### config.mk
export PLATFORM = sky130hd
export DESIGN_NAME = ifmap_index_generator
export DESIGN_NICKNAME = d
export VERILOG_FILES = /design/src/ifmap_pkg.sv /design/src/ifmap_index_generator.sv
export SDC_FILE = /design/constraint.sdc
export NUM_CORES = 1
export LEC_CHECK = 0
export ABC_AREA = 1
export BUFFER_PORTS_ARGS = -buffer_cell sky130_fd_sc_hd__buf_2
export CORE_ASPECT_RATIO = 0.8
export CORE_MARGIN = 3
export CORE_UTILIZATION = 49
export DETAILED_ROUTE_END_ITERATION = 10
export PLACE_DENSITY = 0.77
export SLEW_MARGIN = 30
export SYNTH_ARGS = -nofsm -noshare
export SYNTH_HDL_FRONTEND = slang
export SYNTH_SLANG_ARGS = --single-unit
### constraint.sdc
create_clock -name clk -period 1.86 [get_ports clk]
set_input_delay 0.093 -clock clk [delete_from_list [all_inputs] [get_ports clk]]
set_output_delay 0.093 -clock clk [all_outputs]
set_load 0.01 [all_outputs]
### src/ifmap_pkg.sv
package ifmap_pkg;

    // index widths follow the largest tensor shape the accelerator handles
    typedef logic [7:0] row_t;      // D and the row index
    typedef logic [7:0] col_t;      // W and the column index
    typedef logic [2:0] batch_t;    // n and the map index
    typedef logic [2:0] chan_sub_t; // q, channels in one group
    typedef logic [1:0] chan_grp_t; // r, number of groups

    // combined channel index, sub-channel plus group times q
    typedef logic [4:0] chan_t;

    typedef logic [1:0]  cfg_addr_t;
    typedef logic [31:0] cfg_data_t;

    localparam cfg_addr_t REG_SHAPE = 2'd0; // D in 7..0, W in 15..8
    localparam cfg_addr_t REG_CHAN  = 2'd1; // n in 2..0, q in 6..4, r in 9..8
    localparam cfg_addr_t REG_BASE  = 2'd2;
    localparam cfg_addr_t REG_CTRL  = 2'd3;

    // bit 0 means start on a write and busy on a read
    localparam int CTRL_START_BIT = 0;
    localparam int CTRL_BUSY_BIT  = 0;
    localparam int CTRL_DONE_BIT  = 1;

    typedef enum logic [1:0] {
        IDLE,
        LOOPING,
        DONE
    } gen_state_t;

endpackage

### src/ifmap_index_generator.sv
module ifmap_index_generator (
    input  logic                 clk,
    input  logic                 reset,
    input  logic                 start,
    input  ifmap_pkg::row_t      d_count,
    input  ifmap_pkg::col_t      w_count,
    input  ifmap_pkg::batch_t    n_count,
    input  ifmap_pkg::chan_sub_t q_count,
    input  ifmap_pkg::chan_grp_t r_count,
    input  logic                 idx_ready,
    output logic                 busy,
    output logic                 done,
    output logic                 idx_valid,
    output ifmap_pkg::batch_t    idx_batch,
    output ifmap_pkg::chan_t     idx_chan,
    output ifmap_pkg::row_t      idx_row,
    output ifmap_pkg::col_t      idx_col
);

    ifmap_pkg::gen_state_t state, state_nxt;

    ifmap_pkg::row_t      d_cnt, d_nxt;
    ifmap_pkg::col_t      w_cnt, w_nxt;
    ifmap_pkg::batch_t    n_cnt, n_nxt;
    ifmap_pkg::chan_sub_t q_cnt, q_nxt;
    ifmap_pkg::chan_grp_t r_cnt, r_nxt;

    logic fire;
    logic r_last, d_last, q_last, w_last, n_last;

    assign fire   = idx_valid && idx_ready;
    assign r_last = (r_cnt == r_count - 1'b1);
    assign d_last = (d_cnt == d_count - 1'b1);
    assign q_last = (q_cnt == q_count - 1'b1);
    assign w_last = (w_cnt == w_count - 1'b1);
    assign n_last = (n_cnt == n_count - 1'b1);

    always_ff @(posedge clk) begin
        if (reset) begin
            state <= ifmap_pkg::IDLE;
            d_cnt <= '0;
            w_cnt <= '0;
            n_cnt <= '0;
            q_cnt <= '0;
            r_cnt <= '0;
        end else begin
            state <= state_nxt;
            d_cnt <= d_nxt;
            w_cnt <= w_nxt;
            n_cnt <= n_nxt;
            q_cnt <= q_nxt;
            r_cnt <= r_nxt;
        end
    end

    always_comb begin
        state_nxt = state;
        d_nxt     = d_cnt;
        w_nxt     = w_cnt;
        n_nxt     = n_cnt;
        q_nxt     = q_cnt;
        r_nxt     = r_cnt;

        case (state)
            ifmap_pkg::IDLE: begin
                if (start) begin
                    state_nxt = ifmap_pkg::LOOPING;
                    d_nxt     = '0;
                    w_nxt     = '0;
                    n_nxt     = '0;
                    q_nxt     = '0;
                    r_nxt     = '0;
                end
            end
            ifmap_pkg::LOOPING: begin
                // r innermost, then row, sub-channel, column and batch map
                if (fire) begin
                    if (!r_last) begin
                        r_nxt = r_cnt + 1'b1;
                    end else begin
                        r_nxt = '0;
                        if (!d_last) begin
                            d_nxt = d_cnt + 1'b1;
                        end else begin
                            d_nxt = '0;
                            if (!q_last) begin
                                q_nxt = q_cnt + 1'b1;
                            end else begin
                                q_nxt = '0;
                                if (!w_last) begin
                                    w_nxt = w_cnt + 1'b1;
                                end else begin
                                    w_nxt = '0;
                                    if (!n_last) begin
                                        n_nxt = n_cnt + 1'b1;
                                    end else begin
                                        n_nxt     = '0;
                                        state_nxt = ifmap_pkg::DONE;
                                    end
                                end
                            end
                        end
                    end
                end
            end
            ifmap_pkg::DONE: state_nxt = ifmap_pkg::IDLE; // done lasts one cycle
            default:         state_nxt = ifmap_pkg::IDLE;
        endcase
    end

    assign idx_valid = (state == ifmap_pkg::LOOPING);
    assign busy      = idx_valid;
    assign done      = (state == ifmap_pkg::DONE);

    assign idx_batch = n_cnt;
    assign idx_chan  = ifmap_pkg::chan_t'(q_cnt) +
                       ifmap_pkg::chan_t'(r_cnt) * ifmap_pkg::chan_t'(q_count);
    assign idx_row   = d_cnt;
    assign idx_col   = w_cnt;

    // a zero count would make the loop nest wrap through the whole index range
    a_nonzero_shape : assert property (@(posedge clk) disable iff (reset)
        (start && state == ifmap_pkg::IDLE) |->
        (d_count != 0 && w_count != 0 && n_count != 0 && q_count != 0 && r_count != 0))
        else $error("zero dimension in shape at start");

    a_idx_hold : assert property (@(posedge clk) disable iff (reset)
        (idx_valid && !idx_ready) |=>
        (idx_valid && $stable({idx_batch, idx_chan, idx_row, idx_col})))
        else $error("index tuple changed while stalled");

endmodule

=== Word level (Yosys, flattened, before mapping) ===
Cells that the tools add are included.
Widths: inputs -> output; s select.

* Register bits after elaboration: 26

* Equality and inequality tests: 14
* Multiply operators: 1
* Reduce and logical (&&, ||, !) cells: 9
* Muxes and demuxes: 36
* Add/subtract/negate cells: 11

{| class="wikitable"
|+ Operators by type and width
! operator !! count
|-
| $mux 8 || 9
|-
| $mux 3 || 11
|-
| $pmux 8 s2 || 2
|-
| $mux 2 || 10
|-
| $add 8x1->8 const B || 2
|-
| $eq 8x8->1 || 2
|-
| $sub 8x1->8 const B || 2
|-
| $reduce_and 7->1 || 2
|-
| $ne 2x1->1 const B || 6
|-
| $pmux 3 s2 || 2
|-
| $pmux 2 s2 || 2
|-
| $add 3x1->3 const B || 2
|-
| $eq 3x3->1 || 2
|-
| $reduce_and 6->1 || 1
|-
| $sub 3x1->3 const B || 2
|-
| $add 3x5->5 || 1
|-
| $mul 2x3->5 || 1
|-
| $reduce_and 5->1 || 1
|-
| $reduce_and 4->1 || 1
|-
| $reduce_and 3->1 || 1
|-
| $add 2x1->2 const B || 1
|-
| $eq 2x1->1 const B || 1
|-
| $eq 2x2->1 || 1
|-
| $eq 2x2->1 const B || 1
|-
| other kinds (5) || 5
|}

=== Logic depth before layout (Yosys ltp) ===
* Depth in word-level cells: 9
* Depth in mapped cells: 17

=== Least setup slack after synthesis ===
Ideal clock, no wire load.

* Path kind: register to output
* Start point: register r_cnt[1]
* End point: output idx_chan[3]
* Data required time: 1.767 ns
* Arrival: 1.776 ns
* Buffers on the path: 0
* Setup slack: -0.009 ns
* Stages on the path, launching flop included: 8
* Cells stage by stage: dfxtp_1 -> nand2_1 -> fa_1 -> inv_1 -> ha_1 -> inv_1 -> fa_1 -> xnor2_1

* Cells in the longest elaborated chain, start to end: 2

{| class="wikitable"
|+ Ends and longest elaborated chain
! item !! RTL line !! RTL
|-
| start: declaration || ifmap_index_generator.sv:26 || <nowiki>ifmap_pkg::chan_grp_t r_cnt, r_nxt;</nowiki>
|-
| start signal: assignment || ifmap_index_generator.sv:52 || <nowiki>r_cnt <= r_nxt;</nowiki>
|-
| $mul 2x3->5 || ifmap_index_generator.sv:117 || <nowiki>ifmap_pkg::chan_t'(r_cnt) * ifmap_pkg::chan_t'(q_count);</nowiki>
|-
| $add 3x5->5 || ifmap_index_generator.sv:116 || <nowiki>assign idx_chan = ifmap_pkg::chan_t'(q_cnt) +</nowiki>
|-
| end: declaration || ifmap_index_generator.sv:15 || <nowiki>output ifmap_pkg::chan_t idx_chan,</nowiki>
|}

Every way passes these cells.

=== Worst setup path after layout ===
* Start point: register r_cnt[0]
* End point: output idx_chan[2]

Same word-level chain as after synthesis.

==> impl_metrics.json <==
{
  "run_status": "finished with violations",
  "violations": "negative setup slack",
  "antenna_found_initial": 0,
  "ys_warn_count": 0,
  "vias_per_cell": 4.90,
  "wl_per_cell_um": 11.3,
  "multi_input_area_mm2": 0.00160,
  "rsz0062_at_grt": "true",
  "fillCellCount": 396,
  "slew_headroom_pct": 78.5,
  "max_freq_mhz": 454,
  "cts_buffer_depth": 2,
  "critPathKind": "reg2out",
  "final_nets": 499,
  "cts_root_buf": "clkbuf_8",
  "reg2reg_from": "r_cnt[1]$_SDFFE_PP0P_",
  "grt_pass1_vias": 2229,
  "ys_ff_latch": 26,
  "ant_nets": 0,
  "layout-drive-gt1-share_pct": 29.5,
  "period_minus_slack_ns": 2.20,
  "io_pins": 55,
  "period_share_pct": 118,
  "holdWs_ns": 0.0896,
  "leakagePower_nw": 1.56,
  "grt_max_degree": 14,
  "min_path_type": "in2reg",
  "drtIter0Drc": 171,
  "grt_first_pass_wirelength_mm": 9.61,
  "maxCapViolCount": 0,
  "netlist_area_mm2": 0.00233,
  "cts_sinks": 26,
  "dieArea_mm2": 0.00563,
  "core_mm2": 0.00439,
  "ctsHoldBuffers": 0,
  "gp_congestion": 0.830,
  "hold_viol": 0,
  "num_rows": 21,
  "gr-total-overflow": 0,
  "fp.dieH_um": 67.7,
  "slew_violations": 0,
  "vias": 2503,
  "drc": 0,
  "critPathCaptureType": "output port",
  "synthAdderAreaFrac_pct": 9.01,
  "synth_top_family_by_area": "simple AND/OR/NAND/NOR gates",
  "irDropWorstVdd_mv": 0.404,
  "finalWirelength_mm": 5.76,
  "cts_tree": "built",
  "seq_area_frac_synth_pct": 22.3,
  "worstSetupStartpointType": "register",
  "setup_viol": 3,
  "cellPowerDensity_mw_per_mm2": 526,
  "synth_xor_xnor_area_share_pct": 9.39,
  "p_total_mw": 1.57,
  "syn_nets": 417,
  "fp.dieW_um": 83.1,
  "critPathRequiredTime_ns": 1.77,
  "post_synth_num_cell_types": 32,
  "first_pass_iters": 4,
  "finClkSkew_ns": 0.00410,
  "insertedDiodeCount": 0,
  "synthMuxAreaShare_pct": 0,
  "clkLatencyLatePin_ns": 0.27,
  "worstMarginPinSlew_ns": 0.319,
  "synth_compound_area_share_pct": 7.35,
  "place.port_buffers": 54,
  "syn_area_per_cell_um2": 6.24,
  "cts_max_level": 1,
  "grt_use_total_pct": 20.5,
  "start_util_pct": 53.2,
  "regArea_um2": 529,
  "reg2reg_slack_ns": 0.08,
  "path_max_fanout": 2,
  "worst_slack_ns": -0.340,
  "dpl.hpwl_mm": 4.55,
  "hp-start": "reset",
  "cts_buffers": 3,
  "syn_to_final_growth_pct": 27.9,
  "clk_pin_slew_ns": 0.09,
  "arrival_ns": 2.11,
  "syn_inst": 374,
  "crit_start": "r_cnt[0]$_SDFFE_PP0P_",
  "synthSimpleGateAreaFrac_pct": 39.6
}
synth_stat cells:
cell type,instances,area (um^2)
nand2_1,97,364
inv_1,58,218
nor2_1,53,199
nand3_1,29,145
dfxtp_1,26,521
xor2_1,14,123
o21ai_0,13,65.1
ha_1,12,150
xnor2_1,11,96.3
a21oi_1,10,50.1
nand4_1,7,43.8
nor3_1,7,35.0
buf_4,3,22.5
clkbuf_2,3,15.0
fa_1,3,60.1
nand2_2,3,18.8
nand2_4,3,33.8
nor2_2,3,18.8
o21ai_1,3,15.0
or2_2,3,18.8
inv_2,2,7.51
a22oi_1,1,7.51
and3_1,1,6.26
buf_6,1,11.3
clkbuf_1,1,3.75
inv_6,1,8.76
nand3_4,1,17.5
nor2_4,1,11.3
nor3b_2,1,12.5
o211ai_2,1,12.5
o21ai_2,1,8.76
o22ai_2,1,12.5
worst paths after layout:
check                                 end  cells past startpoint
setup / recovery              idx_chan[2]                      7
hold / removal    idx_row[1]$_SDFFE_PP0P_                      2
setup reg to reg  idx_col[0]$_SDFFE_PP0P_                     10
hold reg to reg     q_cnt[2]$_SDFFE_PP0P_                      3
final cells by class:
type	count	share of cell area (%)
inverter	61	7.93
clock buffer	3	1.38
sequential	26	17.7
timing repair buffer	85	17.0
multi-input combinational	279	53.6
tap	57	2.39
layer usage:
| metal | GRT usage, % | wire [um] | vias to the layer above |
|---|---|---|---|
| li1 | - | - | 1321 |
| met1 | 27.4 | 2780 | 1115 |
| met2 | 34.3 | 2630 | 58 |
| met3 | 4.51 | 296 | 9 |
| met4 | 4.29 | 55 | 0 |
| met5 | 0 | 0 | - |
per-stage QoR:
step | cells | setup WS [ns] | util, % | area, um^2 | TNS (ns)
final | 511 | -0.340 | 68.0 | 2980 | -0.880
after global routing | 511 | -0.412 | 68.0 | 2980 | -1.15
after CTS | 507 | -0.320 | 65.8 | 2890 | -0.820
after detailed placement | 502 | -0.0679 | 64.2 | 2820 | -0.147
after global placement | 502 | -0.00192 | 64.2 | 2820 | -0.00192
after floorplan | 374 | 0.0206 | - | 2340 | 0
registers in the layout (all words and copies together) (netlist names):
| register | count |
|---|---|
| idx_batch | 3 |
| idx_col | 8 |
| idx_row | 8 |
| q_cnt | 3 |
| r_cnt | 2 |
| state | 2 |
worst max-delay path, stage by stage (launching register included):
cell     delay, ns
dfxtp_2       0.34
buf_4         0.13
buf_4         0.13
nand2_2       0.06
fa_1          0.46
fa_2          0.57
inv_1         0.03
buf_2         0.12
cells in the final DEF (no fill, tap or decap), types with 8 or more instances in the layout:
cell	netlist	final
a21oi_1	10	9
buf_2	0	54
buf_4	3	30
dfxtp_1	26	19
ha_1	12	10
inv_1	58	57
nand2_1	97	92
nand2_2	3	8
nand3_1	29	28
nor2_1	53	50
o21ai_0	13	10
xnor2_1	11	10
xor2_1	14	12
cells by family (layout without fill, tap and decap cells):
kind of cell | after synthesis | count (layout)
flip-flops | 26 | 26
XOR/XNOR | 25 | 25
buffers and inverters | 69 | 149
AND/OR/NAND/NOR | 209 | 209
adder cells (fa/ha/maj) | 15 | 15
AO/OA/AOI/OAI | 30 | 30
power by group:
group	switching, mW	internal (mW)	total, mW
Sequential	0.0354	0.591	0.627
Combinational	0.352	0.270	0.622
Clock	0.176	0.145	0.321
repair_timing:
item                                    in CTS  in global routing
resized for setup                            8                 21
setup buffers                                2                  4
endpoints found under the hold margin        0                  0
endpoints found under the setup margin       3                 24
pin swaps                                    4                  6
(Power assumes the default switching activity.)
