File: src/ifmap_pkg.sv
package ifmap_pkg;

    // index widths follow the largest tensor shape the accelerator handles
    typedef logic [7:0] row_t;      // D and the row index
    typedef logic [7:0] col_t;      // W and the column index
    typedef logic [2:0] batch_t;    // n and the map index
    typedef logic [2:0] chan_sub_t; // q, channels in one group
    typedef logic [1:0] chan_grp_t; // r, number of groups

    // combined channel index, sub-channel plus group times q
    typedef logic [4:0] chan_t;

    typedef logic [1:0]  cfg_addr_t;
    typedef logic [31:0] cfg_data_t;

    localparam cfg_addr_t REG_SHAPE = 2'd0; // D in 7..0, W in 15..8
    localparam cfg_addr_t REG_CHAN  = 2'd1; // n in 2..0, q in 6..4, r in 9..8
    localparam cfg_addr_t REG_BASE  = 2'd2;
    localparam cfg_addr_t REG_CTRL  = 2'd3;

    // bit 0 means start on a write and busy on a read
    localparam int CTRL_START_BIT = 0;
    localparam int CTRL_BUSY_BIT  = 0;
    localparam int CTRL_DONE_BIT  = 1;

    typedef enum logic [1:0] {
        IDLE,
        LOOPING,
        DONE
    } gen_state_t;

endpackage

File: src/ifmap_addr_calc.sv
module ifmap_addr_calc #(
    parameter int ADDR_WIDTH = 12
) (
    input  logic                  clk,
    input  logic                  reset,
    input  logic [ADDR_WIDTH-1:0] base_addr,
    input  ifmap_pkg::row_t       d_count,
    input  ifmap_pkg::col_t       w_count,
    input  ifmap_pkg::chan_sub_t  q_count,
    input  ifmap_pkg::chan_grp_t  r_count,
    input  logic                  idx_valid,
    input  ifmap_pkg::batch_t     idx_batch,
    input  ifmap_pkg::chan_t      idx_chan,
    input  ifmap_pkg::row_t       idx_row,
    input  ifmap_pkg::col_t       idx_col,
    input  logic                  rd_ready,
    output logic                  idx_ready,
    output logic                  rd_valid,
    output logic [ADDR_WIDTH-1:0] rd_addr,
    output ifmap_pkg::batch_t     rd_batch,
    output ifmap_pkg::chan_t      rd_chan,
    output ifmap_pkg::row_t       rd_row,
    output ifmap_pkg::col_t       rd_col
);

    // all arithmetic stays modulo the buffer depth, so the wrap is exact
    logic [ADDR_WIDTH-1:0] chan_total;
    logic [ADDR_WIDTH-1:0] plane;
    logic [ADDR_WIDTH-1:0] line;
    logic [ADDR_WIDTH-1:0] lin_addr;

    assign chan_total = ADDR_WIDTH'(q_count) * ADDR_WIDTH'(r_count);
    assign plane      = ADDR_WIDTH'(idx_batch) * chan_total + ADDR_WIDTH'(idx_chan);
    assign line       = plane * ADDR_WIDTH'(d_count) + ADDR_WIDTH'(idx_row);
    assign lin_addr   = base_addr + line * ADDR_WIDTH'(w_count) + ADDR_WIDTH'(idx_col);

    assign idx_ready = !rd_valid || rd_ready; // take a new tuple as the old one leaves

    always_ff @(posedge clk) begin
        if (reset) begin
            rd_valid <= 1'b0;
        end else if (idx_ready) begin
            rd_valid <= idx_valid;
        end
    end

    always_ff @(posedge clk) begin
        if (idx_valid && idx_ready) begin
            rd_addr  <= lin_addr;
            rd_batch <= idx_batch;
            rd_chan  <= idx_chan;
            rd_row   <= idx_row;
            rd_col   <= idx_col;
        end
    end

    a_rd_hold : assert property (@(posedge clk) disable iff (reset)
        (rd_valid && !rd_ready) |=>
        (rd_valid && $stable({rd_addr, rd_batch, rd_chan, rd_row, rd_col})))
        else $error("read request changed while stalled");

endmodule

File: config.mk
export PLATFORM = sky130hd
export DESIGN_NAME = ifmap_addr_calc
export DESIGN_NICKNAME = d
export VERILOG_FILES = /design/src/ifmap_pkg.sv /design/src/ifmap_addr_calc.sv
export SDC_FILE = /design/constraint.sdc
export NUM_CORES = 1
export LEC_CHECK = 0
export ABC_AREA = 1
export BUFFER_PORTS_ARGS = -buffer_cell sky130_fd_sc_hd__buf_2
export CELL_PAD_IN_SITES_DETAIL_PLACEMENT = 2
export CELL_PAD_IN_SITES_GLOBAL_PLACEMENT = 2
export CORE_MARGIN = 4
export CORE_UTILIZATION = 35
export CTS_CLUSTER_SIZE = 14
export DETAILED_ROUTE_END_ITERATION = 16
export PLACE_DENSITY = 0.84
export SYNTH_ARGS = -nofsm -noshare
export SYNTH_HDL_FRONTEND = slang
export SYNTH_SLANG_ARGS = --single-unit
File: constraint.sdc
create_clock -name clk -period 13.4 [get_ports clk]
set_input_delay 0.67 -clock clk [delete_from_list [all_inputs] [get_ports clk]]
set_output_delay 0.67 -clock clk [all_outputs]
set_load 0.05 [all_outputs]
Word-level counts from Yosys, hierarchy flattened
Cells that the tools add are included.
{"block": "totals", "in_bits": 61, "register_bits": 37, "out_inout_bits": 38, "elab_cells": 17}
{"block": "classes", "n_addsub": 4, "mul": 4, "n_reduce_logical": 3}
{"cell": "adder 12 x 8 -> 12 bit", "n": 2}
{"cell": "adder 12 bit", "n": 1}
{"cell": "multiplier 12 x 8 -> 12 bit", "n": 1}
{"cell": "multiplier 9 x 8 -> 12 bit", "n": 1}
{"cell": "adder 8 x 5 -> 9 bit", "n": 1}
{"cell": "multiplier 3 x 5 -> 8 bit", "n": 1}
{"cell": "multiplier 3 x 2 -> 5 bit", "n": 1}
{"cell": "logical AND 1 bit", "n": 1}
{"cell": "zero test 1 bit", "n": 1}
{"cell": "logical OR 1 bit", "n": 1}

Longest topological paths before layout
Gate-level depths: netlist of the first run.
{"block": "logic_depth", "depth_word": 8, "ltp_mapped": 56, "mapped_depth_nobuf": 56}

Worst setup path before layout of the first run
No wires, ideal clock.
{"block": "synth_path", "path_type": "input -> register", "startpoint": "in r_count[0]", "endpoint": "reg rd_addr[11] (data pin)", "setup_time_ns": 0.252, "required_time_ns": 13.148, "arrival_time_ns": 10.527, "slack_ns": 2.620, "cell_stages": 54, "n_path_buf": 0, "cell_sequence": "nand2_1 > inv_1 > ha_1 > inv_1 > fa_1 > xnor2_1 > or2_2 > fa_1 > inv_1 > fa_1 > ha_1 > a21oi_1 > nand2_1 > nand2_1 > nand3b_1 > nand2_1 > nor2_1 > fa_1 > [... 18 more ...] > fa_1 > inv_1 > fa_1 > inv_1 > ha_1 > nand2_1 > nor2_1 > nand3_1 > nand3_1 > inv_1 > nand2_1 > nand2_1 > inv_1 > nand2_1 > nand2_1 > inv_1 > nand3_1 > nand2_1"}
{"block": "synth_between", "elab_chain_len": 8}
{"item": "start, declared", "line": "ifmap_addr_calc.sv:10", "source": "input ifmap_pkg::chan_grp_t r_count,"}
{"item": "multiplier 3 x 2 -> 5 bit", "line": "ifmap_addr_calc.sv:32", "source": "assign chan_total = ADDR_WIDTH'(q_count) * ADDR_WIDTH'(r_count);"}
{"item": "multiplier 3 x 5 -> 8 bit", "line": "ifmap_addr_calc.sv:33", "source": "assign plane = ADDR_WIDTH'(idx_batch) * chan_total + ADDR_WIDTH'(idx_chan);"}
{"item": "adder 8 x 5 -> 9 bit", "line": "ifmap_addr_calc.sv:33"}
{"item": "multiplier 9 x 8 -> 12 bit", "line": "ifmap_addr_calc.sv:34", "source": "assign line = plane * ADDR_WIDTH'(d_count) + ADDR_WIDTH'(idx_row);"}
{"item": "adder 12 x 8 -> 12 bit", "line": "ifmap_addr_calc.sv:34"}
{"item": "multiplier 12 x 8 -> 12 bit", "line": "ifmap_addr_calc.sv:35", "source": "assign lin_addr = base_addr + line * ADDR_WIDTH'(w_count) + ADDR_WIDTH'(idx_col);"}
{"item": "adder 12 bit", "line": "ifmap_addr_calc.sv:35"}
{"item": "adder 12 x 8 -> 12 bit", "line": "ifmap_addr_calc.sv:35"}
{"item": "net lin_addr[11]", "line": "ifmap_addr_calc.sv:30", "source": "logic [ADDR_WIDTH-1:0] lin_addr;"}
{"item": "end signal, assigned", "line": "ifmap_addr_calc.sv:49", "source": "rd_addr <= lin_addr;"}
{"item": "end, declared", "line": "ifmap_addr_calc.sv:19", "source": "output logic [ADDR_WIDTH-1:0] rd_addr,"}
The timed path passes the listed nets, and every way through them passes these cells.
A chain may end at the register's enable or synchronous reset.

Worst setup path after layout of the first run
Ends and elaborated chain as after synthesis.

==> summary.txt, run 1 <==
Detailed router's first-iteration violation count: 186
Worst reg-to-reg path cell count: 2
Ports: 99
Most frequent cell after synthesis: inv_1
Cts bufs inserted: 5
CTS Sinks: 37
Worst hold path depth: 2
First-pass GRT wire length: 33,730 µm
Worst-path clk slew: 70 ps
Post-synth EDFFs: 36
Largest net degree at the start of global routing: 37
Global route overflow: 0
Number of buffers and inverters on the critical path: 15
CP Capture Type: flip-flop
R2r endpoint: rd_chan[2]
Max FO, Critical Path: 6
Final Wtd Congestion: 0.8028
CTS Root Buffer Type: clkbuf_16
Setup crit start: r_count[0]
Synthesized flop and latch total: 37
Worst reg2reg startpoint: rd_valid
Vias: 5,434
Die area: 20,790 µm²
Total of warnings raised by yosys: 0
Cell count after synthesis: 810
Post-CTS Setup Repair Bufs: 0
Peak Freq: 0.08556 GHz
Diodes inserted: 0
Max clock buf depth: 2
Ys flop type: edfxtp_1
Cell Area, Synth: 6492 µm²
Vias in the first global route: 6,474
Drc violations: 0
First-pass detailed-route iteration total: 4
DP Wirelength: 17,650 µm
Min cycle time layout: 11,690 ps
Unrepaired setup endpoints after global routing: no
Slew headroom: 66.14%
Post-DRT Antenna Nets: 0
Initial cell density of the core: 35.90%
Drt wl/cell: 18.22 µm
Syn nets: 1,037
Worst-Margin Slew: 507.9 ps
CP Class: in2reg
CP max-delay cell: fa_1
H-tree Lvls: 2
Crit path DAT: 11,750 ps
Antenna violations before repair: 0
Fin. Hold Viols: 0
Avg Cell Area, Syn: 8.015 µm²
Core area: 18,090 µm²
Placed Area: 7236 µm²
Worst-skew pair later-pin latency: 300 ps
Post-synth top cells: 238 x inv_1, 192 x nand2_1, 101 x fa_1
CP Launch Type: input port
Number of distinct library cells after synthesis: 31
# fillers: 2,115
CTS tree: built
# nets final: 1,129
Share of the synthesized area in the top cell type: 31.14%
CTS resizes: 0
Synth area leaders: fa_1 31%, edfxtp_1 17%, inv_1 14%
Clock skew: 11.11 ps
DIE WIDTH: 144.2 µm
Finished Cell Area: 7383 µm²
Hold Crit Start: reset
WL final: 20,620 µm
Worst path required time: 13,460 ps
Final Cycle Share: 87.22%
DIE HEIGHT: 144.2 µm
Asr flop ratio synth: 0%
Delay-heaviest family, CP: adder cells
P&R area growth vs syn: 13.72%
Hold WC Path Type: in2reg
Hold Slack: 544.0 ps
Vias per inst: 4.800
Final Slew Violations: 0
Sequential-to-total area share from yosys stat: 16.96%
Worst path max stage delay: 580 ps
Max cap viols: 0
All-Layer GR Usage: 21.07%
Status: finished clean
Hold buffer count at cts: 0
Final TNS setup: 0 ps
Share of cells above drive strength 1: 13.95%
Number of placement rows: 49
Reg2reg setup slack: 12,060 ps
Worst Hold Path EP: rd_valid
Port Buf Inserts: 98
Cell taking the most area after synthesis: fa_1
Final setup vio count: 0
layout make-up:
class / instances / area, µm² / share of cell area (%)
clock buffer: 5 / 125.1 / 1.695
clock inverter: 3 / 22.52 / 0.3050
inverter: 245 / 922.1 / 12.49
multi-input combinational: 514 / 4428 / 59.97
sequential: 37 / 1101 / 14.91
tap: 229 / 286.5 / 3.881
timing repair buffer: 99 / 498.0 / 6.745
worst reg2reg max path: stages (launching register included):
cell	delay, ps
dfxtp_1	350
a21oi_4	160
buf_4	460
layer usage:
metal / GRT usage (%) / vias up / share of wire [%]
li1: - / 2557 / -
met1: 24.90 / 2758 / 41
met2: 41.18 / 94 / 55
met3: 1.984 / 25 / 2.9
met4: 4.418 / 0 / 1.8
met5: 0 / - / 0
cell families after synthesis:
logic type	Yosys count	synth area share [%]
and+or+nand+nor	306	19.79
buffers and inverters	259	15.01
adders and majority gates	166	43.67
DFF	37	16.96
AOI/OAI and AO/OA	26	2.293
xor gates and xnor gates	16	2.274
placed cells by master (no fill, tap or decap), types with 2 or more instances in the layout:
| master | netlist | layout |
|---|---|---|
| inv_1 | 238 | 238 |
| nand2_1 | 192 | 192 |
| fa_1 | 101 | 101 |
| buf_2 | 0 | 98 |
| ha_1 | 65 | 65 |
| nor2_1 | 52 | 52 |
| edfxtp_1 | 36 | 36 |
| nand3_1 | 33 | 33 |
| a21oi_1 | 13 | 12 |
| nand4_1 | 10 | 10 |
| xor2_1 | 8 | 8 |
| xnor2_1 | 7 | 7 |
| nand3b_1 | 6 | 6 |
| nand2_2 | 6 | 6 |
| inv_2 | 5 | 5 |
| clkbuf_16 | 0 | 5 |
| a31oi_1 | 4 | 4 |
| or2_1 | 2 | 2 |
| o21ai_0 | 2 | 2 |
| a21o_1 | 2 | 2 |
| nand3_2 | 2 | 2 |
| o21ai_1 | 2 | 2 |
| clkinv_4 | 0 | 2 |
sequential cells by signal (all words and copies together) (netlist names):
| signal | count |
|---|---|
| rd_valid | 1 |
| rd_row | 8 |
| rd_col | 8 |
| rd_addr | 12 |
| rd_chan | 5 |
| rd_batch | 3 |
how the worst max path moves through the flow:
stage	endpoint	cells past startpoint
finish	rd_addr[11]	55
global route	rd_addr[11]	55
CTS	rd_addr[11]	55
detailed placement	rd_addr[11]	55
global placement	rd_addr[11]	55
floorplan	rd_addr[11]	54
stage by stage:
stage	cells	util [%]	setup slack [ps]
3_3_place_gp	1124	40.01	1992
6_report	1132	40.82	1712
2_1_floorplan	810	-	2620
3_5_place_dp	1124	40.01	1499
4_1_cts	1132	40.82	1668
5_1_grt	1132	40.82	1027
Power of run 1 is not shown: default switching activity piles up to over one toggle a cycle in this logic, so the estimate is an artifact.
==> run 2, diff against run 1 <==
==> constraint.sdc (replaced) <==
create_clock -name clk -period 13.4 [get_ports clk]
set_input_delay 2.01 -clock clk [delete_from_list [all_inputs] [get_ports clk]]
set_output_delay 2.01 -clock clk [all_outputs]
set_load 0.05 [all_outputs]
==> run 2 against run 1 <==
  * Via count barely moved
  * Fmax decreased by 8.8%
  * Utilization grew 0.12 points
  * Count of clock-buffer cells in the layout is the same
  * Global-route usage down 0.46 points
  * Clock skew hardly changed
  * Die area unchanged
  * Routed wire length is 0.16% lower
  * Critical endpoint unchanged
==> summary.txt, run 2 (synthesis results as in run 1) <==
Final setup vio count: 0 (unchanged)
Biggest regs: rd_addr: 12 flops, rd_col: 8 flops, rd_row: 8 flops (unchanged)
DP Wirelength: 17,750 µm (was 17,650 µm)
Fin. Hold Viols: 0 (unchanged)
Worst-path clk slew: 70 ps (about the same)
CP Launch Type: input port (unchanged)
CTS Sinks: 37 (unchanged)
Min cycle time layout: 12,820 ps (was 11,690 ps)
Finished Cell Area: 7406 µm² (was 7383 µm²)
Cts bufs inserted: 5 (unchanged)
CP Class: in2reg (unchanged)
Most frequent cell on the critical path: inv_1
CP Capture Type: flip-flop (unchanged)
Max cap viols: 0 (unchanged)
Unrepaired setup endpoints after global routing: no (unchanged)
Max clock buf depth: 2 (unchanged)
CP max-delay cell: fa_1 (unchanged)
Final TNS setup: 0 ps (unchanged)
DIE WIDTH: 144.2 µm (unchanged)
Final Slew Violations: 0 (unchanged)
Clock skew: 11.18 ps (was 11.11 ps)
P&R area growth vs syn: 14.07% (was 13.72%)
Detailed router's first-iteration violation count: 155 (was 186)
Vias per inst: 4.793 (was 4.800)
First-pass detailed-route iteration total: 4 (unchanged)
Slew headroom: 65.17% (was 66.14%)
Antenna violations before repair: 1 (was 0)
First-pass GRT wire length: 33,020 µm (was 33,730 µm)
CTS tree: built (unchanged)
Share of cells above drive strength 1: 14.40% (was 13.95%)
Core area: 18,090 µm² (unchanged)
# nets final: 1,129 (unchanged)
Peak Freq: 0.07800 GHz (was 0.08556 GHz)
Post-CTS Setup Repair Bufs: 0 (unchanged)
Drc violations: 0 (unchanged)
All-Layer GR Usage: 20.61% (was 21.07%)
Status: finished clean (unchanged)
Crit path DAT: 12,880 ps (was 11,750 ps)
Largest net degree at the start of global routing: 37 (unchanged)
Hold buffer count at cts: 0 (unchanged)
Most flops, register: rd_addr (unchanged)
Vias in the first global route: 6,394 (was 6,474)
CTS Root Buffer Type: clkbuf_16 (unchanged)
Drt wl/cell: 18.17 µm (was 18.22 µm)
Max FFs per register: 12 (unchanged)
Commonest cells after routing, fill and taps aside: 238 x inv_1, 191 x nand2_1, 101 x fa_1 (was 238 x inv_1, 192 x nand2_1, 101 x fa_1)
Max FO, Critical Path: 6 (unchanged)
Placed Area: 7236 µm² (unchanged)
Worst path required time: 13,460 ps (about the same)
Ports: 99 (unchanged)
Final Cycle Share: 95.68% (was 87.22%)
Port Buf Inserts: 98 (unchanged)
WL final: 20,590 µm (was 20,620 µm)
Post-DRT Antenna Nets: 0 (unchanged)
Hold WC Path Type: reg2reg (was in2reg)
Worst-Margin Slew: 522.5 ps (was 507.9 ps)
Worst-skew pair later-pin latency: 300 ps (about the same)
Initial cell density of the core: 35.90% (unchanged)
DIE HEIGHT: 144.2 µm (unchanged)
H-tree Lvls: 2 (unchanged)
Vias: 5,431 (was 5,434)
Worst path max stage delay: 550 ps (was 580 ps)
Commonest non-fill, non-tap cell in the layout: inv_1 (unchanged)
Final Wtd Congestion: 0.8015 (was 0.8028)
Die area: 20,790 µm² (unchanged)
Number of placement rows: 49 (unchanged)
Global route overflow: 0 (unchanged)
## run 2: changes by cell type in the layout (fill, tap and decap cells not counted), sizes merged
| cell | delta |
|---|---|
| clkinvlp | +1 |
| inv | +1 |
| clkinv | -2 |
| diode | +1 |
## run 2: per-stage QoR
step	utilization, %	cells	hold slack [ps]	worst slack, ps
after floorplan	-	810	1071	1280
after global placement	40.01	1124	521.0	650.6
after detailed placement	40.01	1124	546.1	70.31
after CTS	40.82	1132	554.9	341.9
after global routing	40.95	1133	585.7	0.5533
final	40.95	1133	541.7	578.9
## run 2: worst max-delay path, delay by kind of cell
kind | cells | cell delay, ps
buffers and inverters | 15 | 900
adders and majority gates | 16 | 7110
AOI/OAI and AO/OA | 1 | 190
xor gates and xnor gates | 1 | 190
and+or+nand+nor | 22 | 2460
## run 2: final cells by class
| class | count | area, µm² |
|---|---|---|
| clock buffers | 5 | 125.1 |
| diodes | 1 | 2.502 |
| repair buffers | 99 | 498.0 |
| fillers | 2119 | 10680 |
| flip-flops and latches | 37 | 1101 |
| clock inverters | 3 | 21.27 |
| well taps | 229 | 286.5 |
| multi-input cells | 514 | 4449 |
| inverters | 245 | 922.1 |
## run 2: path summary, 6_finish.rpt
check | from | to | slack [ps] | cells after the start
worst min register to register | rd_valid | rd_valid | 540 | 2
worst max-delay path | r_count[1] | rd_addr[11] | 580 | 55
worst max register to register | rd_valid | rd_col[4] | 12070 | 2
worst min-delay path | rd_valid | rd_valid | 540 | 2
## run 2: per-layer routing
metal / vias to the layer above / wire, µm / part of all wire (%) / GRT usage [%]
met4: 0 / 368 / 1.8 / 5.253
met5: - / 0 / 0 / 0
li1: 2560 / - / - / -
met1: 2751 / 8317 / 40 / 23.94
met2: 96 / 11190 / 54 / 40.15
met3: 24 / 710 / 3.4 / 2.149
## run 2: repair_timing
action / CTS / global route
gates resized for setup: 0 / 5
setup endpoints to repair: 0 / 1
hold endpoints to repair: 0 / 0
Power of run 2 is left out for the same reason.
