## config.mk

```make
export PLATFORM = sky130hd
export DESIGN_NAME = ifmap_cfg_regs
export DESIGN_NICKNAME = d
export VERILOG_FILES = /design/src/ifmap_pkg.sv /design/src/ifmap_cfg_regs.sv
export SDC_FILE = /design/constraint.sdc
export NUM_CORES = 1
export LEC_CHECK = 0
export BUFFER_PORTS_ARGS = -buffer_cell sky130_fd_sc_hd__buf_2
export CORE_ASPECT_RATIO = 0.6
export CORE_MARGIN = 2
export CORE_UTILIZATION = 25
export CTS_CLUSTER_SIZE = 24
export DETAILED_ROUTE_END_ITERATION = 6
export GPL_ROUTABILITY_DRIVEN = 0
export GPL_TIMING_DRIVEN = 0
export PLACE_DENSITY = 0.58
export SKIP_CTS_REPAIR_TIMING = 1
export SYNTH_ARGS = -nofsm -noshare
export SYNTH_HDL_FRONTEND = slang
export SYNTH_SLANG_ARGS = --single-unit
```

## constraint.sdc

```tcl
create_clock -name clk -period 3 [get_ports clk]
set_input_delay 0.6 -clock clk [delete_from_list [all_inputs] [get_ports clk]]
set_output_delay 0.6 -clock clk [all_outputs]
set_load 0.02 [all_outputs]
```

## src/ifmap_pkg.sv

```systemverilog
package ifmap_pkg;

    // index widths follow the largest tensor shape the accelerator handles
    typedef logic [7:0] row_t;      // D and the row index
    typedef logic [7:0] col_t;      // W and the column index
    typedef logic [2:0] batch_t;    // n and the map index
    typedef logic [2:0] chan_sub_t; // q, channels in one group
    typedef logic [1:0] chan_grp_t; // r, number of groups

    // combined channel index, sub-channel plus group times q
    typedef logic [4:0] chan_t;

    typedef logic [1:0]  cfg_addr_t;
    typedef logic [31:0] cfg_data_t;

    localparam cfg_addr_t REG_SHAPE = 2'd0; // D in 7..0, W in 15..8
    localparam cfg_addr_t REG_CHAN  = 2'd1; // n in 2..0, q in 6..4, r in 9..8
    localparam cfg_addr_t REG_BASE  = 2'd2;
    localparam cfg_addr_t REG_CTRL  = 2'd3;

    // bit 0 means start on a write and busy on a read
    localparam int CTRL_START_BIT = 0;
    localparam int CTRL_BUSY_BIT  = 0;
    localparam int CTRL_DONE_BIT  = 1;

    typedef enum logic [1:0] {
        IDLE,
        LOOPING,
        DONE
    } gen_state_t;

endpackage

```

## src/ifmap_cfg_regs.sv

```systemverilog
module ifmap_cfg_regs #(
    parameter int ADDR_WIDTH = 12
) (
    input  logic                 clk,
    input  logic                 reset,
    input  logic                 cfg_write,
    input  ifmap_pkg::cfg_addr_t cfg_addr,
    input  ifmap_pkg::cfg_data_t cfg_wdata,
    input  logic                 busy,
    input  logic                 done,
    output ifmap_pkg::cfg_data_t cfg_rdata,
    output ifmap_pkg::row_t      d_count,
    output ifmap_pkg::col_t      w_count,
    output ifmap_pkg::batch_t    n_count,
    output ifmap_pkg::chan_sub_t q_count,
    output ifmap_pkg::chan_grp_t r_count,
    output logic [ADDR_WIDTH-1:0] base_addr,
    output logic                 start
);

    logic start_write;
    logic done_sticky;

    assign start_write = cfg_write && (cfg_addr == ifmap_pkg::REG_CTRL) &&
                         cfg_wdata[ifmap_pkg::CTRL_START_BIT];

    always_ff @(posedge clk) begin
        if (reset) begin
            d_count     <= '0;
            w_count     <= '0;
            n_count     <= '0;
            q_count     <= '0;
            r_count     <= '0;
            base_addr   <= '0;
            start       <= 1'b0;
            done_sticky <= 1'b0;
        end else begin
            start <= start_write; // one-cycle pulse after the write

            // a new run clears the flag even if done arrives in the same cycle
            if (start_write) begin
                done_sticky <= 1'b0;
            end else if (done) begin
                done_sticky <= 1'b1;
            end

            if (cfg_write) begin
                case (cfg_addr)
                    ifmap_pkg::REG_SHAPE: begin
                        d_count <= cfg_wdata[7:0];
                        w_count <= cfg_wdata[15:8];
                    end
                    ifmap_pkg::REG_CHAN: begin
                        n_count <= cfg_wdata[2:0];
                        q_count <= cfg_wdata[6:4];
                        r_count <= cfg_wdata[9:8];
                    end
                    ifmap_pkg::REG_BASE: base_addr <= cfg_wdata[ADDR_WIDTH-1:0];
                    default: ; // control writes only make the start pulse
                endcase
            end
        end
    end

    always_comb begin
        cfg_rdata = '0;
        case (cfg_addr)
            ifmap_pkg::REG_SHAPE: begin
                cfg_rdata[7:0]  = d_count;
                cfg_rdata[15:8] = w_count;
            end
            ifmap_pkg::REG_CHAN: begin
                cfg_rdata[2:0] = n_count;
                cfg_rdata[6:4] = q_count;
                cfg_rdata[9:8] = r_count;
            end
            ifmap_pkg::REG_BASE: cfg_rdata = ifmap_pkg::cfg_data_t'(base_addr);
            ifmap_pkg::REG_CTRL: begin
                // report busy already in the cycle the start pulse is out
                cfg_rdata[ifmap_pkg::CTRL_BUSY_BIT] = busy || start;
                cfg_rdata[ifmap_pkg::CTRL_DONE_BIT] = done_sticky;
            end
        endcase
    end

endmodule

```

Yosys cells after proc, flatten, opt, wreduce, memory -nomap -nowiden
Cells that the tools add are included.

storage, ports and cells
  flip-flop bits (word level) = 38
  logic and storage cells = 26
  bits of input ports = 39
  output and inout port bits = 69

operators by class
  reduce and logical (&&, ||, !) cells = 8
  multiplexer cells = 7
  eq/ne operators = 3

operator list
  kind                count
  $pmux 6 s2          1
  $pmux 3 s3          1
  $pmux 2 s4          1
  $pmux 2 s3          1
  $reduce_and 2->1    3
  $eq 2x2->1 const B  2
  $pmux 1 s2          2
  $pmux 1 s3          1
  $eq 2x1->1 const B  1
  $logic_and 1x1->1   2
  $logic_not 2->1     1
  $reduce_or 2->1     1
  $logic_or 1x1->1    1

Logic depth before layout (Yosys ltp)
Gate-level depths: netlist (run 1).

  depth in word-level cells = 4
  depth in mapped cells = 5
  depth with buffers taken out = 2

Worst setup path after synthesis (run 1)
Ideal clock, no wire load.

  path kind = input port to output port
  start point = input busy
  end point = output cfg_rdata[0]
  stages on the path = 2
  data arrival time = 1.435 ns
  buffers on the path = 0
  data required time = 2.400 ns
  slack = 0.965 ns
  cells stage by stage = or2_2 mux4_1

on the way
  cells in the longest elaborated chain, start to end = 2

ends and longest elaborated chain
  item              RTL line              source
  start, declared   ifmap_cfg_regs.sv:9   input logic busy,
  $logic_or 1x1->1  ifmap_cfg_regs.sv:80  cfg_rdata[ifmap_pkg::CTRL_BUSY_BIT] = busy || start;
  $pmux 2 s4        ifmap_cfg_regs.sv:67  case (cfg_addr)
  end, declared     ifmap_cfg_regs.sv:11  output ifmap_pkg::cfg_data_t cfg_rdata,

Every way passes these cells.

Final worst setup path (run 1)
  start point = input cfg_addr[1]
  end point = output cfg_rdata[5]

on the way
  cells in the longest elaborated chain, start to end = 2
  elaborated cells on any way between the ends = 4
  classes of those cells = 2 x eq/ne; 1 x mux; 1 x reduce/logical

ends and longest elaborated chain
  item                                RTL line              source
  start, declared                     ifmap_cfg_regs.sv:7   input ifmap_pkg::cfg_addr_t cfg_addr,
  $eq 2x2->1 (tied with other cells)  ifmap_cfg_regs.sv:67
  $pmux 3 s3 (*)                      ifmap_cfg_regs.sv:67

Mark *: on every way between the ends. The rest lies on a longest branch, timed or not.

==> results of run 1 <==
flip-flops by register name (all words and copies together) (netlist names):
name and count:
q_count 3, done_sticky 1, n_count 3, w_count 8, r_count 2, d_count 8, base_addr 12, start 1
worst reg2reg max path, delay by kind of cell (launching register included):
family	cells	cell delay, ns
and+or+nand+nor	1	0.07
muxes	1	0.12
DFF	1	0.38
routing by layer:
layer	share of wire	track usage
met2	0.43	0.1986
met5	0	0
met4	0.0035	0.02745
met1	0.50	0.1750
met3	0.063	0.04219
how the worst min path moves through the flow:
| stage | slack, ns | start | end |
|---|---|---|---|
| floorplan | 0.46 | done_sticky$_SDFFE_PP0P_ | done_sticky$_SDFFE_PP0P_ |
| global placement | 0.47 | w_count[4]$_SDFFE_PP0P_ | w_count[4]$_SDFFE_PP0P_ |
| detailed placement | 0.48 | w_count[4]$_SDFFE_PP0P_ | w_count[4]$_SDFFE_PP0P_ |
| CTS | 0.49 | w_count[4]$_SDFFE_PP0P_ | w_count[4]$_SDFFE_PP0P_ |
| global route | 0.51 | w_count[0]$_SDFFE_PP0P_ | w_count[0]$_SDFFE_PP0P_ |
| finish | 0.48 | w_count[4]$_SDFFE_PP0P_ | w_count[4]$_SDFFE_PP0P_ |
power groups by stage:
stage | combinational [W] | sequential, W | clock [W]
3_3_place_gp | 0.000204 | 0.000547 | 0
2_1_floorplan | 0.000123 | 0.000566 | 0
3_5_place_dp | 0.000205 | 0.000548 | 0
6_report | 0.000203 | 0.000537 | 0.000570
4_1_cts | 0.000206 | 0.000537 | 0.000585
5_1_grt | 0.000220 | 0.000540 | 0.000610
cells in the mapped netlist (all sizes together):
library cell   n  area (µm²)
and2           4       25.02
and3b          1       8.760
buf           24       196.4
clkbuf         7       26.28
conb           1       3.750
dfxtp         38       760.7
inv            1       3.750
mux2i         46       460.4
mux4           2       52.55
nand2b        52       325.3
nand3b         1       7.510
nand4          1       6.260
nor2           6       22.52
nor2b          1       6.260
nor3b          1       12.51
o211a          1       10.01
o2bb2ai        6       52.55
or2            1       6.260
or3b           1       8.760
layout make-up:
cell class,count,share of cell area
Multi-Input combinational cell,140,0.3923
Sequential cell,38,0.2803
Timing Repair Buffer,72,0.1328
Buffer,31,0.08207
Clock buffer,8,0.06132
Tap cell,108,0.04979
Inverter,1,0.001383
logic make-up (layout without fill, tap and decap cells):
logic type / count (synthesis) / in the layout
simple gates: 69 / 69
mux: 48 / 48
flops: 38 / 38
buf+inv: 32 / 112
compound gates: 7 / 7
other cells: 1 / 16
per-stage QoR:
step           setup slack (ns)  instance area [µm²]
2_1_floorplan            0.9650                 2052
3_3_place_gp             0.7588                 2547
3_5_place_dp             0.7602                 2547
4_1_cts                  0.7604                 2714
5_1_grt                  0.6717                 2714
6_report                 0.7695                 2714
==> flow_summary.rst, run 1 <==
.. list-table::
   :header-rows: 1

   * - Metric
     - Value
   * - Total chip power
     - ~0.0013 W
   * - Slew @ Worst Pin
     - 0.6604 ns
   * - Max Clk Rate
     - 0.4483 GHz
   * - Library cell contributing the largest single delay on the critical path
     - nor2b_1
   * - Mean instance size in the synthesized netlist
     - 10.23 µm²
   * - Total power density per cell area
     - 482.8 nW/µm²
   * - Switching portion of total power
     - 0.2476
   * - Area occupied by multi-input gates
     - 1065 µm²
   * - Sinks on Clock Net
     - 38
   * - Filler Cells Inserted
     - 850
   * - Setup repair after global routing missed its margin
     - false
   * - Post-synth design cell area
     - 1996 µm²
   * - Worst vdd rail ir drop
     - 0.2112 mV
   * - # IOs
     - 108
   * - Share of the clock period used by the worst path after layout
     - 0.7435
   * - Number of endpoints failing setup at the final stage
     - 0
   * - Top delay family on crit path
     - simple AND/OR/NAND/NOR gates
   * - Sequential Area
     - 760.7 µm²
   * - Worst path buffer plus inverter count
     - 2
   * - Most common cell after layout, fill and taps aside
     - buf_2
   * - GRT Residual Overflow
     - 0
   * - Count of cells along the worst hold path
     - 2
   * - Die width
     - roughly 120 µm
   * - Reg power frac
     - 0.410
   * - Min Tclk post-route
     - 2.230 ns
   * - Synth Area in Simple Gates
     - 0.2150
   * - Number of synthesized register bits
     - 38
   * - Buffers from clock root to sink, at most
     - 2
   * - CTS Root Buffer Type
     - clkbuf_16
   * - Number of remaining DRC errors
     - 0
   * - Synthesis warning total
     - 0
   * - First-pass DRT Iterations
     - 4
   * - Reg2Reg Depth
     - 2
   * - Timing startpoint of the critical path
     - cfg_addr[1]
   * - Status
     - finished clean
   * - Area fraction in compound gates after synthesis
     - 0.03135
   * - Critical path arrival
     - between 1.5 and 2 ns
   * - Number of H-tree levels
     - 2
   * - Dominant combinational cell family by area after synthesis
     - multiplexers
   * - Initial antenna violation count
     - 0
   * - Register clock-pin slew on the reported worst setup and hold paths
     - ~0.050 ns
   * - Overall global routing resource usage
     - 0.1281
   * - Port-buffer cells
     - a little over 70
   * - Register-to-register path setup slack
     - 2.36 ns
   * - Final Hold Viols
     - 0
   * - Worst Setup Start Kind
     - primary input
   * - Clk_lat worst skew
     - 0.27 ns
   * - Cell-internal power
     - 0.0009859 W
   * - Delay contributed by the slowest stage of the critical path
     - 0.55 ns
   * - Sequential element share of the synthesized area
     - 0.3812
   * - Cell breakdown of the critical path
     - buf_6 -> nor2b_1 -> o2bb2ai_1 -> buf_2
   * - Diodes inserted
     - 0
   * - Clock network power share
     - 0.435
   * - Area inside the core boundary
     - 7820 µm²
   * - Num rows
     - 25
   * - Number of CTS-inserted buffers
     - 5
   * - Post-Synth Adder-Cell Area
     - 0
   * - Count of mapped cells out of synthesis
     - 195
   * - Starting density of the core
     - 0.2552
   * - Overall routed net length
     - around 5.5 mm
   * - Routed wirelength normalized by instance count
     - 13.77 µm
   * - Via count of the first global-routing pass
     - ~1500
   * - Post-synth cell types
     - 22
   * - Finished Layout Cells
     - 398
   * - Iteration-0 DRC Markers
     - between 50 and 60
   * - Net switching power figure
     - 0.0003244 W
   * - DP Cell Count
     - ~400
   * - Maxcap violations
     - 0
   * - Reg-to-Reg End
     - base_addr[8]$_SDFFE_PP0P_
   * - Required time at the endpoint of the critical path
     - approximately 2.4 ns
   * - Worst clock skew
     - 0 ns
   * - Largest driver fanout on the critical path
     - 10
   * - Portion of netlist area occupied by mux cells
     - 0.2571
   * - Detailed-route vias per instance
     - 3.975
   * - Post-detailed-route count of antenna-violating nets
     - 0
   * - Area of the die
     - 8737 µm²
   * - Kind of critical path
     - primary input to output port
   * - Final hold slack
     - 0.4819 ns
   * - Path class of the lowest-slack min-delay path
     - flip-flop to flip-flop
   * - Max_slew headroom
     - 0.5588
   * - Leakage power of the design
     - 1.405 nW
   * - Die Y
     - 73.21 µm
   * - Fin nets
     - 328
   * - Worst setup EP type
     - output port
   * - Fraction of layout instances using a drive strength above 1
     - 0.3655
   * - Xor-xnor portion of the synthesized cell area
     - 0
   * - Clock tree from TritonCTS
     - yes
   * - Worst r2r src
     - base_addr[8]$_SDFFE_PP0P_
   * - Sum of negative setup slack
     - 0 ns
   * - Total half-perimeter wirelength after legalization and detailed placement
     - 4.036 mm
   * - Max Transition Viols Final
     - 0
   * - Via Count
     - 1582
   * - Layout-stage area growth over the synthesis result
     - 35.99%
   * - Wire length of the first global-routing pass
     - 8.231 mm
   * - End point of the critical path
     - cfg_rdata[5]
   * - Most used cells in the layout excluding fill and tap cells
     - buf_2, nand2b_1, mux2i_1
   * - Final standard cell utilization of the core
     - 0.3470
   * - Cell depth of the worst setup path
     - 4
   * - Pin count of the biggest net entering global routing
     - 12
   * - Combinational share of power
     - 0.155
Note: power is estimated with default switching activity, not from simulation.
==> inputs of run 2 (changes only) <==
Settings changed: ABC_AREA from default to 1, PLACE_DENSITY 0.58 to 0.59.
Clock period 3 ns to 2 ns, I/O delays scaled along.
==> flow_summary.rst, run 2 <==
.. list-table::
   :header-rows: 1

   * - Metric
     - Value
   * - Mean instance size in the synthesized netlist
     - 6.796 µm² (was 10.23 µm²)
   * - Dominant cell type by area after synthesis
     - dfxtp_1 (unchanged)
   * - Number of H-tree levels
     - 2 (unchanged)
   * - Most common cell in the netlist
     - nand2_1 (was nand2b_1)
   * - Num rows
     - 26 (was 25)
   * - Largest driver fanout on the critical path
     - 7 (was 10)
   * - Reg-to-Reg End
     - base_addr[0]$_SDFFE_PP0P_ (was base_addr[8]$_SDFFE_PP0P_)
   * - Count of mapped cells out of synthesis
     - 313 (was 195)
   * - Die width
     - 123.1 µm (was 119.3 µm)
   * - Total power density per cell area
     - 720.4 nW/µm² (was 482.8 nW/µm²)
   * - Via count of the first global-routing pass
     - 1858 (was 1489)
   * - Number of CTS-inserted buffers
     - 5 (unchanged)
   * - Share of the clock period used by the worst path after layout
     - 0.9008
   * - Min Tclk post-route
     - 1.802 ns
   * - Post-synth design cell area
     - 2127 µm² (was 1996 µm²)
   * - Clock tree from TritonCTS
     - yes (unchanged)
   * - Worst setup EP type
     - output port (unchanged)
   * - # IOs
     - 108 (unchanged)
   * - Synthesis warning total
     - 0 (unchanged)
   * - Fraction of post-synthesis cell area in the top cell type by area
     - 0.3576 (was 0.3812)
   * - Sinks on Clock Net
     - 38 (unchanged)
   * - Via Count
     - 2030 (was 1582)
   * - CTS Root Buffer Type
     - clkbuf_16 (unchanged)
   * - Leakage power of the design
     - 1.592 nW (was 1.405 nW)
   * - Register name with the most flops
     - base_addr (unchanged)
   * - Registers with the most flip-flops
     - base_addr: 12 flops, d_count: 8 flops, w_count: 8 flops (unchanged)
   * - Pin count of the biggest net entering global routing
     - 12 (unchanged)
   * - Post-synth cell types
     - 22 (unchanged)
   * - Routed wirelength normalized by instance count
     - 12.31 µm (was 13.77 µm)
   * - End point of the critical path
     - cfg_rdata[2] (was cfg_rdata[5])
   * - Timing startpoint of the critical path
     - cfg_addr[0] (was cfg_addr[1])
   * - Initial antenna violation count
     - 0 (unchanged)
   * - Worst r2r src
     - base_addr[0]$_SDFFE_PP0P_ (was base_addr[8]$_SDFFE_PP0P_)
   * - GRT Residual Overflow
     - 0 (unchanged)
   * - Status
     - finished clean (unchanged)
   * - Final hold slack
     - 0.3719 ns (was 0.4819 ns)
   * - Layout-stage area growth over the synthesis result
     - 33.35% (was 35.99%)
   * - Fraction of layout instances using a drive strength above 1
     - 0.3374 (was 0.3655)
   * - Area of the die
     - 9286 µm² (was 8737 µm²)
   * - Post-detailed-route count of antenna-violating nets
     - 0 (unchanged)
   * - Largest register FFs
     - 12 (unchanged)
   * - Final Hold Viols
     - 0 (unchanged)
   * - Max Clk Rate
     - 0.5550 GHz
   * - Max Transition Viols Final
     - 0 (unchanged)
   * - Maxcap violations
     - 0 (unchanged)
   * - Worst vdd rail ir drop
     - 0.3781 mV (was 0.2112 mV)
   * - Buffers from clock root to sink, at most
     - 2 (unchanged)
   * - Max_slew headroom
     - 0.6139 (was 0.5588)
   * - Die Y
     - 75.45 µm (was 73.21 µm)
   * - Setup repair after global routing missed its margin
     - false (unchanged)
   * - Clk_lat worst skew
     - 0.27 ns (about the same)
   * - Total half-perimeter wirelength after legalization and detailed placement
     - 4.841 mm (was 4.036 mm)
   * - Path class of the lowest-slack min-delay path
     - primary input to flip-flop (was flip-flop to flip-flop)
   * - Pre-CTS setup slack
     - 0.1685 ns (was 0.7602 ns)
   * - Share of synthesized flip-flops with an asynchronous set or reset
     - 0 (unchanged)
   * - Most used cells in the layout excluding fill and tap cells
     - nand2_1, buf_2, nor2_1 (was buf_2, nand2b_1, mux2i_1)
   * - Number of endpoints failing setup at the final stage
     - 0 (unchanged)
   * - Register clock-pin slew on the reported worst setup and hold paths
     - 0.06 ns (was 0.05 ns)
   * - Port-buffer cells
     - 73 (was 72)
   * - Synth cell count leaders
     - nand2_1, nor2_1, inv_1 (was nand2b_1, mux2i_1, dfxtp_1)
   * - Wire length of the first global-routing pass
     - 9.901 mm (was 8.231 mm)
   * - Number of remaining DRC errors
     - 0 (unchanged)
   * - Final worst setup slack
     - 0.1983 ns (was 0.7695 ns)
   * - Reg2Reg Depth
     - 4 (was 2)
   * - Worst clock skew
     - 0 ns (unchanged)
   * - Worst Setup Start Kind
     - primary input (unchanged)
   * - Critical path arrival
     - 1.40 ns (was 1.63 ns)
   * - Slew @ Worst Pin
     - 0.5792 ns (was 0.6604 ns)
   * - Overall global routing resource usage
     - 0.1436 (was 0.1281)
   * - Detailed-route vias per instance
     - 3.896 (was 3.975)
   * - Overall routed net length
     - 6.411 mm (was 5.482 mm)
   * - First-pass DRT Iterations
     - 4 (unchanged)
   * - Number of synthesized register bits
     - 38 (unchanged)
   * - Flip-flop cell with the highest count after synthesis
     - dfxtp_1 (unchanged)
   * - Post-synth EDFFs
     - 0 (unchanged)
   * - Sum of negative setup slack
     - 0 ns (unchanged)
   * - Fin nets
     - 447 (was 328)
   * - Starting density of the core
     - 0.2534 (was 0.2552)
   * - Area inside the core boundary
     - 8393 µm² (was 7820 µm²)
   * - Register-to-register path setup slack
     - 1.31 ns (was 2.36 ns)
   * - Sequential element share of the synthesized area
     - 0.3576 (was 0.3812)
   * - Largest cells by area after synthesis
     - dfxtp_1, nand2_1, nor2_1 (was dfxtp_1, mux2i_1, nand2b_1)
   * - Kind of critical path
     - primary input to output port (unchanged)
   * - Diodes inserted
     - 0 (unchanged)
   * - Final standard cell utilization of the core
     - 0.3380 (was 0.3470)
   * - Iteration-0 DRC Markers
     - 98 (was 59)
   * - Required time at the endpoint of the critical path
     - 1.60 ns (was 2.40 ns)
## run 2: area by class of cell
class	instances	area [µm²]
clock inverter	1	5.005
tap	112	140.1
buffer	31	244.0
sequential	38	760.7
timing repair buffer	73	365.4
fill	937	5557
inverter	47	188.9
clock buffer	7	142.6
multi-input combinational	212	989.7
## run 2: per-layer routing
metal	up-vias	GRT usage	part of all wire
met5	-	0	0
met4	0	0.01894	0
met3	0	0.06213	0.098
met2	64	0.2173	0.41
met1	873	0.1958	0.49
li1	1093	-	-
## run 2: where the power goes
| part | total [W] | internal [W] | switching, W | leakage [nW] |
|---|---|---|---|---|
| combinational | 0.000413 | 0.000145 | 0.000268 | 1.21 |
| sequential | 0.000826 | 0.000797 | 0.0000291 | 0.311 |
| clock | 0.000804 | 0.000495 | 0.000309 | 0.0739 |
| total | 0.00204 | 0.00144 | 0.000607 | 1.59 |
## run 2: how the worst min path moves through the flow
stage                                   startpoint                    endpoint  slack [ns]  depth (start not counted)
after detailed placement   w_count[7]$_SDFFE_PP0P_     w_count[7]$_SDFFE_PP0P_        0.49                          2
after global routing                 cfg_wdata[11]  base_addr[11]$_SDFFE_PP0P_        0.39                          3
final                                 cfg_wdata[7]   base_addr[7]$_SDFFE_PP0P_        0.37                          3
after CTS                             cfg_wdata[7]   base_addr[7]$_SDFFE_PP0P_        0.37                          3
after global placement     w_count[3]$_SDFFE_PP0P_     w_count[3]$_SDFFE_PP0P_        0.48                          2
after floorplan           done_sticky$_SDFFE_PP0P_    done_sticky$_SDFFE_PP0P_        0.49                          2
## run 2: worst max-delay path, cell delays in order
cell      delay (ns)
buf_6           0.15
inv_8           0.06
nor2_2          0.32
nand2_1         0.12
o211ai_1        0.14
buf_2           0.21
## run 2: stage by stage
step / cells / area [µm²] / total power [W]
finish: 521 / 2836 / 0.002043
global route: 521 / 2836 / 0.002158
CTS: 521 / 2836 / 0.002065
detailed placement: 513 / 2689 / 0.001258
global placement: 513 / 2689 / 0.001254
floorplan: 328 / 2183 / 0.001129
## run 2: cells by family after synthesis
group,after synthesis,share of synthesized area
AO/OA/AOI/OAI,12,0.03529
other,1,0.001763
AND/OR/NAND/NOR,184,0.4018
flip-flops,38,0.3576
buffers and inverters,78,0.2035
==> inputs of run 3 (changes only) <==
Settings changed: CORE_MARGIN 2 to 5.
==> flow_summary.rst, run 3 (synthesized netlist as in run 2, its figures left out) <==
.. list-table::
   :header-rows: 1

   * - Metric
     - Value
   * - Port-buffer cells
     - 73 (unchanged)
   * - Slew @ Worst Pin
     - 0.5707 ns (was 0.5792 ns)
   * - Number of CTS-inserted buffers
     - 5 (unchanged)
   * - Critical path arrival
     - 1.40 ns (about the same)
   * - Min Tclk post-route
     - 1.795 ns (was 1.802 ns)
   * - Worst r2r src
     - n_count[1]$_SDFFE_PP0P_ (was base_addr[0]$_SDFFE_PP0P_)
   * - Wire length of the first global-routing pass
     - 10.69 mm (was 9.901 mm)
   * - Detailed-route vias per instance
     - 3.965 (was 3.896)
   * - Worst vdd rail ir drop
     - 0.3275 mV (was 0.3781 mV)
   * - Status
     - finished clean (unchanged)
   * - Pin count of the biggest net entering global routing
     - 13 (was 12)
   * - Number of remaining DRC errors
     - 0 (unchanged)
   * - Sum of negative setup slack
     - 0 ns (unchanged)
   * - Total half-perimeter wirelength after legalization and detailed placement
     - 5.289 mm (was 4.841 mm)
   * - Share of the clock period used by the worst path after layout
     - 0.8977 (was 0.9008)
   * - Register name with the most flops
     - base_addr (unchanged)
   * - Max Clk Rate
     - 0.5570 GHz (was 0.5550 GHz)
   * - Max Transition Viols Final
     - 0 (unchanged)
   * - Initial antenna violation count
     - 1 (was 0)
   * - Count of cells along the worst hold path
     - 3 (unchanged)
   * - Kind of critical path
     - primary input to output port (unchanged)
   * - Leakage power of the design
     - 1.615 nW (was 1.592 nW)
   * - # IOs
     - 108 (unchanged)
   * - Critical hold path startpoint
     - cfg_wdata[0] (was cfg_wdata[7])
   * - Fin nets
     - 447 (unchanged)
   * - Largest driver fanout on the critical path
     - 7 (unchanged)
   * - Overall global routing resource usage
     - 0.1328 (was 0.1436)
   * - Total power density per cell area
     - 798.7 nW/µm² (was 720.4 nW/µm²)
   * - Iteration-0 DRC Markers
     - 91 (was 98)
   * - Worst Setup Start Kind
     - primary input (unchanged)
   * - Worst setup EP type
     - output port (unchanged)
   * - Final hold slack
     - 0.3726 ns (was 0.3719 ns)
   * - Register clock-pin slew on the reported worst setup and hold paths
     - 0.06 ns (about the same)
   * - Register-to-register path setup slack
     - 1.30 ns (was 1.31 ns)
   * - Buffers from clock root to sink, at most
     - 2 (unchanged)
   * - Largest register FFs
     - 12 (unchanged)
   * - Reg-to-Reg End
     - n_count[1]$_SDFFE_PP0P_ (was base_addr[0]$_SDFFE_PP0P_)
   * - Area inside the core boundary
     - 8393 µm² (unchanged)
   * - Worst clock skew
     - 0 ns (unchanged)
   * - Routed wirelength normalized by instance count
     - 13.10 µm (was 12.31 µm)
   * - Overall routed net length
     - 6.825 mm (was 6.411 mm)
   * - Layout-stage area growth over the synthesis result
     - 35.76% (was 33.35%)
   * - Diodes inserted
     - 0 (unchanged)
   * - Final Hold Viols
     - 0 (unchanged)
   * - Die Y
     - 81.45 µm (was 75.45 µm)
   * - Path class of the lowest-slack min-delay path
     - primary input to flip-flop (unchanged)
   * - Maxcap violations
     - 0 (unchanged)
   * - CTS Root Buffer Type
     - clkbuf_16 (unchanged)
   * - Fraction of layout instances using a drive strength above 1
     - 0.3399 (was 0.3374)
   * - First-pass DRT Iterations
     - 4 (unchanged)
   * - Post-detailed-route count of antenna-violating nets
     - 0 (unchanged)
   * - Number of endpoints failing setup at the final stage
     - 0 (unchanged)
   * - Number of H-tree levels
     - 2 (unchanged)
   * - Reg2Reg Depth
     - 4 (unchanged)
   * - Via Count
     - 2066 (was 2030)
   * - Filler Cells Inserted
     - 933 (was 937)
   * - Starting density of the core
     - 0.2534 (unchanged)
   * - Die width
     - 129.1 µm (was 123.1 µm)
   * - Via count of the first global-routing pass
     - 2006 (was 1858)
   * - Most used cells in the layout excluding fill and tap cells
     - nand2_1, buf_2, nor2_1 (unchanged)
   * - Num rows
     - 26 (unchanged)
   * - Required time at the endpoint of the critical path
     - 1.60 ns (about the same)
   * - Hold path endpoint
     - base_addr[0]$_SDFFE_PP0P_ (was base_addr[7]$_SDFFE_PP0P_)
   * - GRT Residual Overflow
     - 0 (unchanged)
   * - Clock tree from TritonCTS
     - yes (unchanged)
   * - Sinks on Clock Net
     - 38 (unchanged)
   * - Area of the die
     - 10510 µm² (was 9286 µm²)
   * - Max_slew headroom
     - 0.6195 (was 0.6139)
   * - Setup repair after global routing missed its margin
     - false (unchanged)
   * - Clk_lat worst skew
     - 0.27 ns (about the same)
   * - Registers with the most flip-flops
     - base_addr: 12 flops, d_count: 8 flops, w_count: 8 flops (unchanged)
==> run 3: changes by cell type in the layout (fill, tap and decap cells not counted) <==
| cell | previous run | this run |
|---|---|---|
| clkbuf_1 | 2 | 1 |
| clkinv_2 | 1 | 0 |
| bufinv_16 | 0 | 2 |
==> run 3: cell type report <==
class                      count  area, µm²  share of cell area
buffer                        31      244.0             0.08449
clock buffer                   6      138.9             0.04809
clock inverter                 2      60.06             0.02080
inverter                      47      188.9             0.06542
multi-input combinational    212      989.7              0.3427
sequential                    38      760.7              0.2634
tap                          112      140.1             0.04853
timing repair buffer          73      365.4              0.1265
==> run 3: worst max-delay path by stage <==
stage                      startpoint            end  slack [ns]  cells past startpoint
final                     cfg_addr[0]   cfg_rdata[2]        0.20                      6
after global routing      cfg_addr[0]   cfg_rdata[2]        0.14                      6
after CTS                 cfg_addr[0]   cfg_rdata[2]        0.21                      6
after detailed placement  cfg_addr[0]   cfg_rdata[2]        0.21                      6
after global placement    cfg_addr[0]   cfg_rdata[2]        0.23                      6
after floorplan           cfg_addr[0]  cfg_rdata[10]        0.29                      5
==> run 3: critical path, stage by stage <==
cell and delay, ns:
buf_6 0.15, inv_8 0.06, nor2_2 0.32, nand2_1 0.12, o211ai_1 0.13, buf_2 0.21
==> run 3: per-stage QoR <==
stage          utilization  cells  total power, W  instance area, µm²  setup slack [ns]
5_1_grt             0.3441    521        0.002404                2888            0.1382
2_1_floorplan            -    328        0.001129                2183            0.2855
6_report            0.3441    521        0.002307                2888            0.2046
3_5_place_dp        0.3204    513        0.001262                2689            0.2091
4_1_cts             0.3441    521        0.002328                2888            0.2078
3_3_place_gp        0.3204    513        0.001255                2689            0.2343
==> run 3: routing by layer <==
layer,wire length [µm],up-vias,GRT usage
li1,-,1094,-
met1,3173,905,0.1773
met2,2957,61,0.2087
met3,665,4,0.05198
met4,22,2,0.01887
met5,7,-,0
==> run 3: report_power, final <==
| group | switching [W] | total (W) | internal, W |
|---|---|---|---|
| Combinational | 0.000272 | 0.000417 | 0.000145 |
| Clock | 0.000316 | 0.00106 | 0.000749 |
| Sequential | 0.0000284 | 0.000825 | 0.000797 |
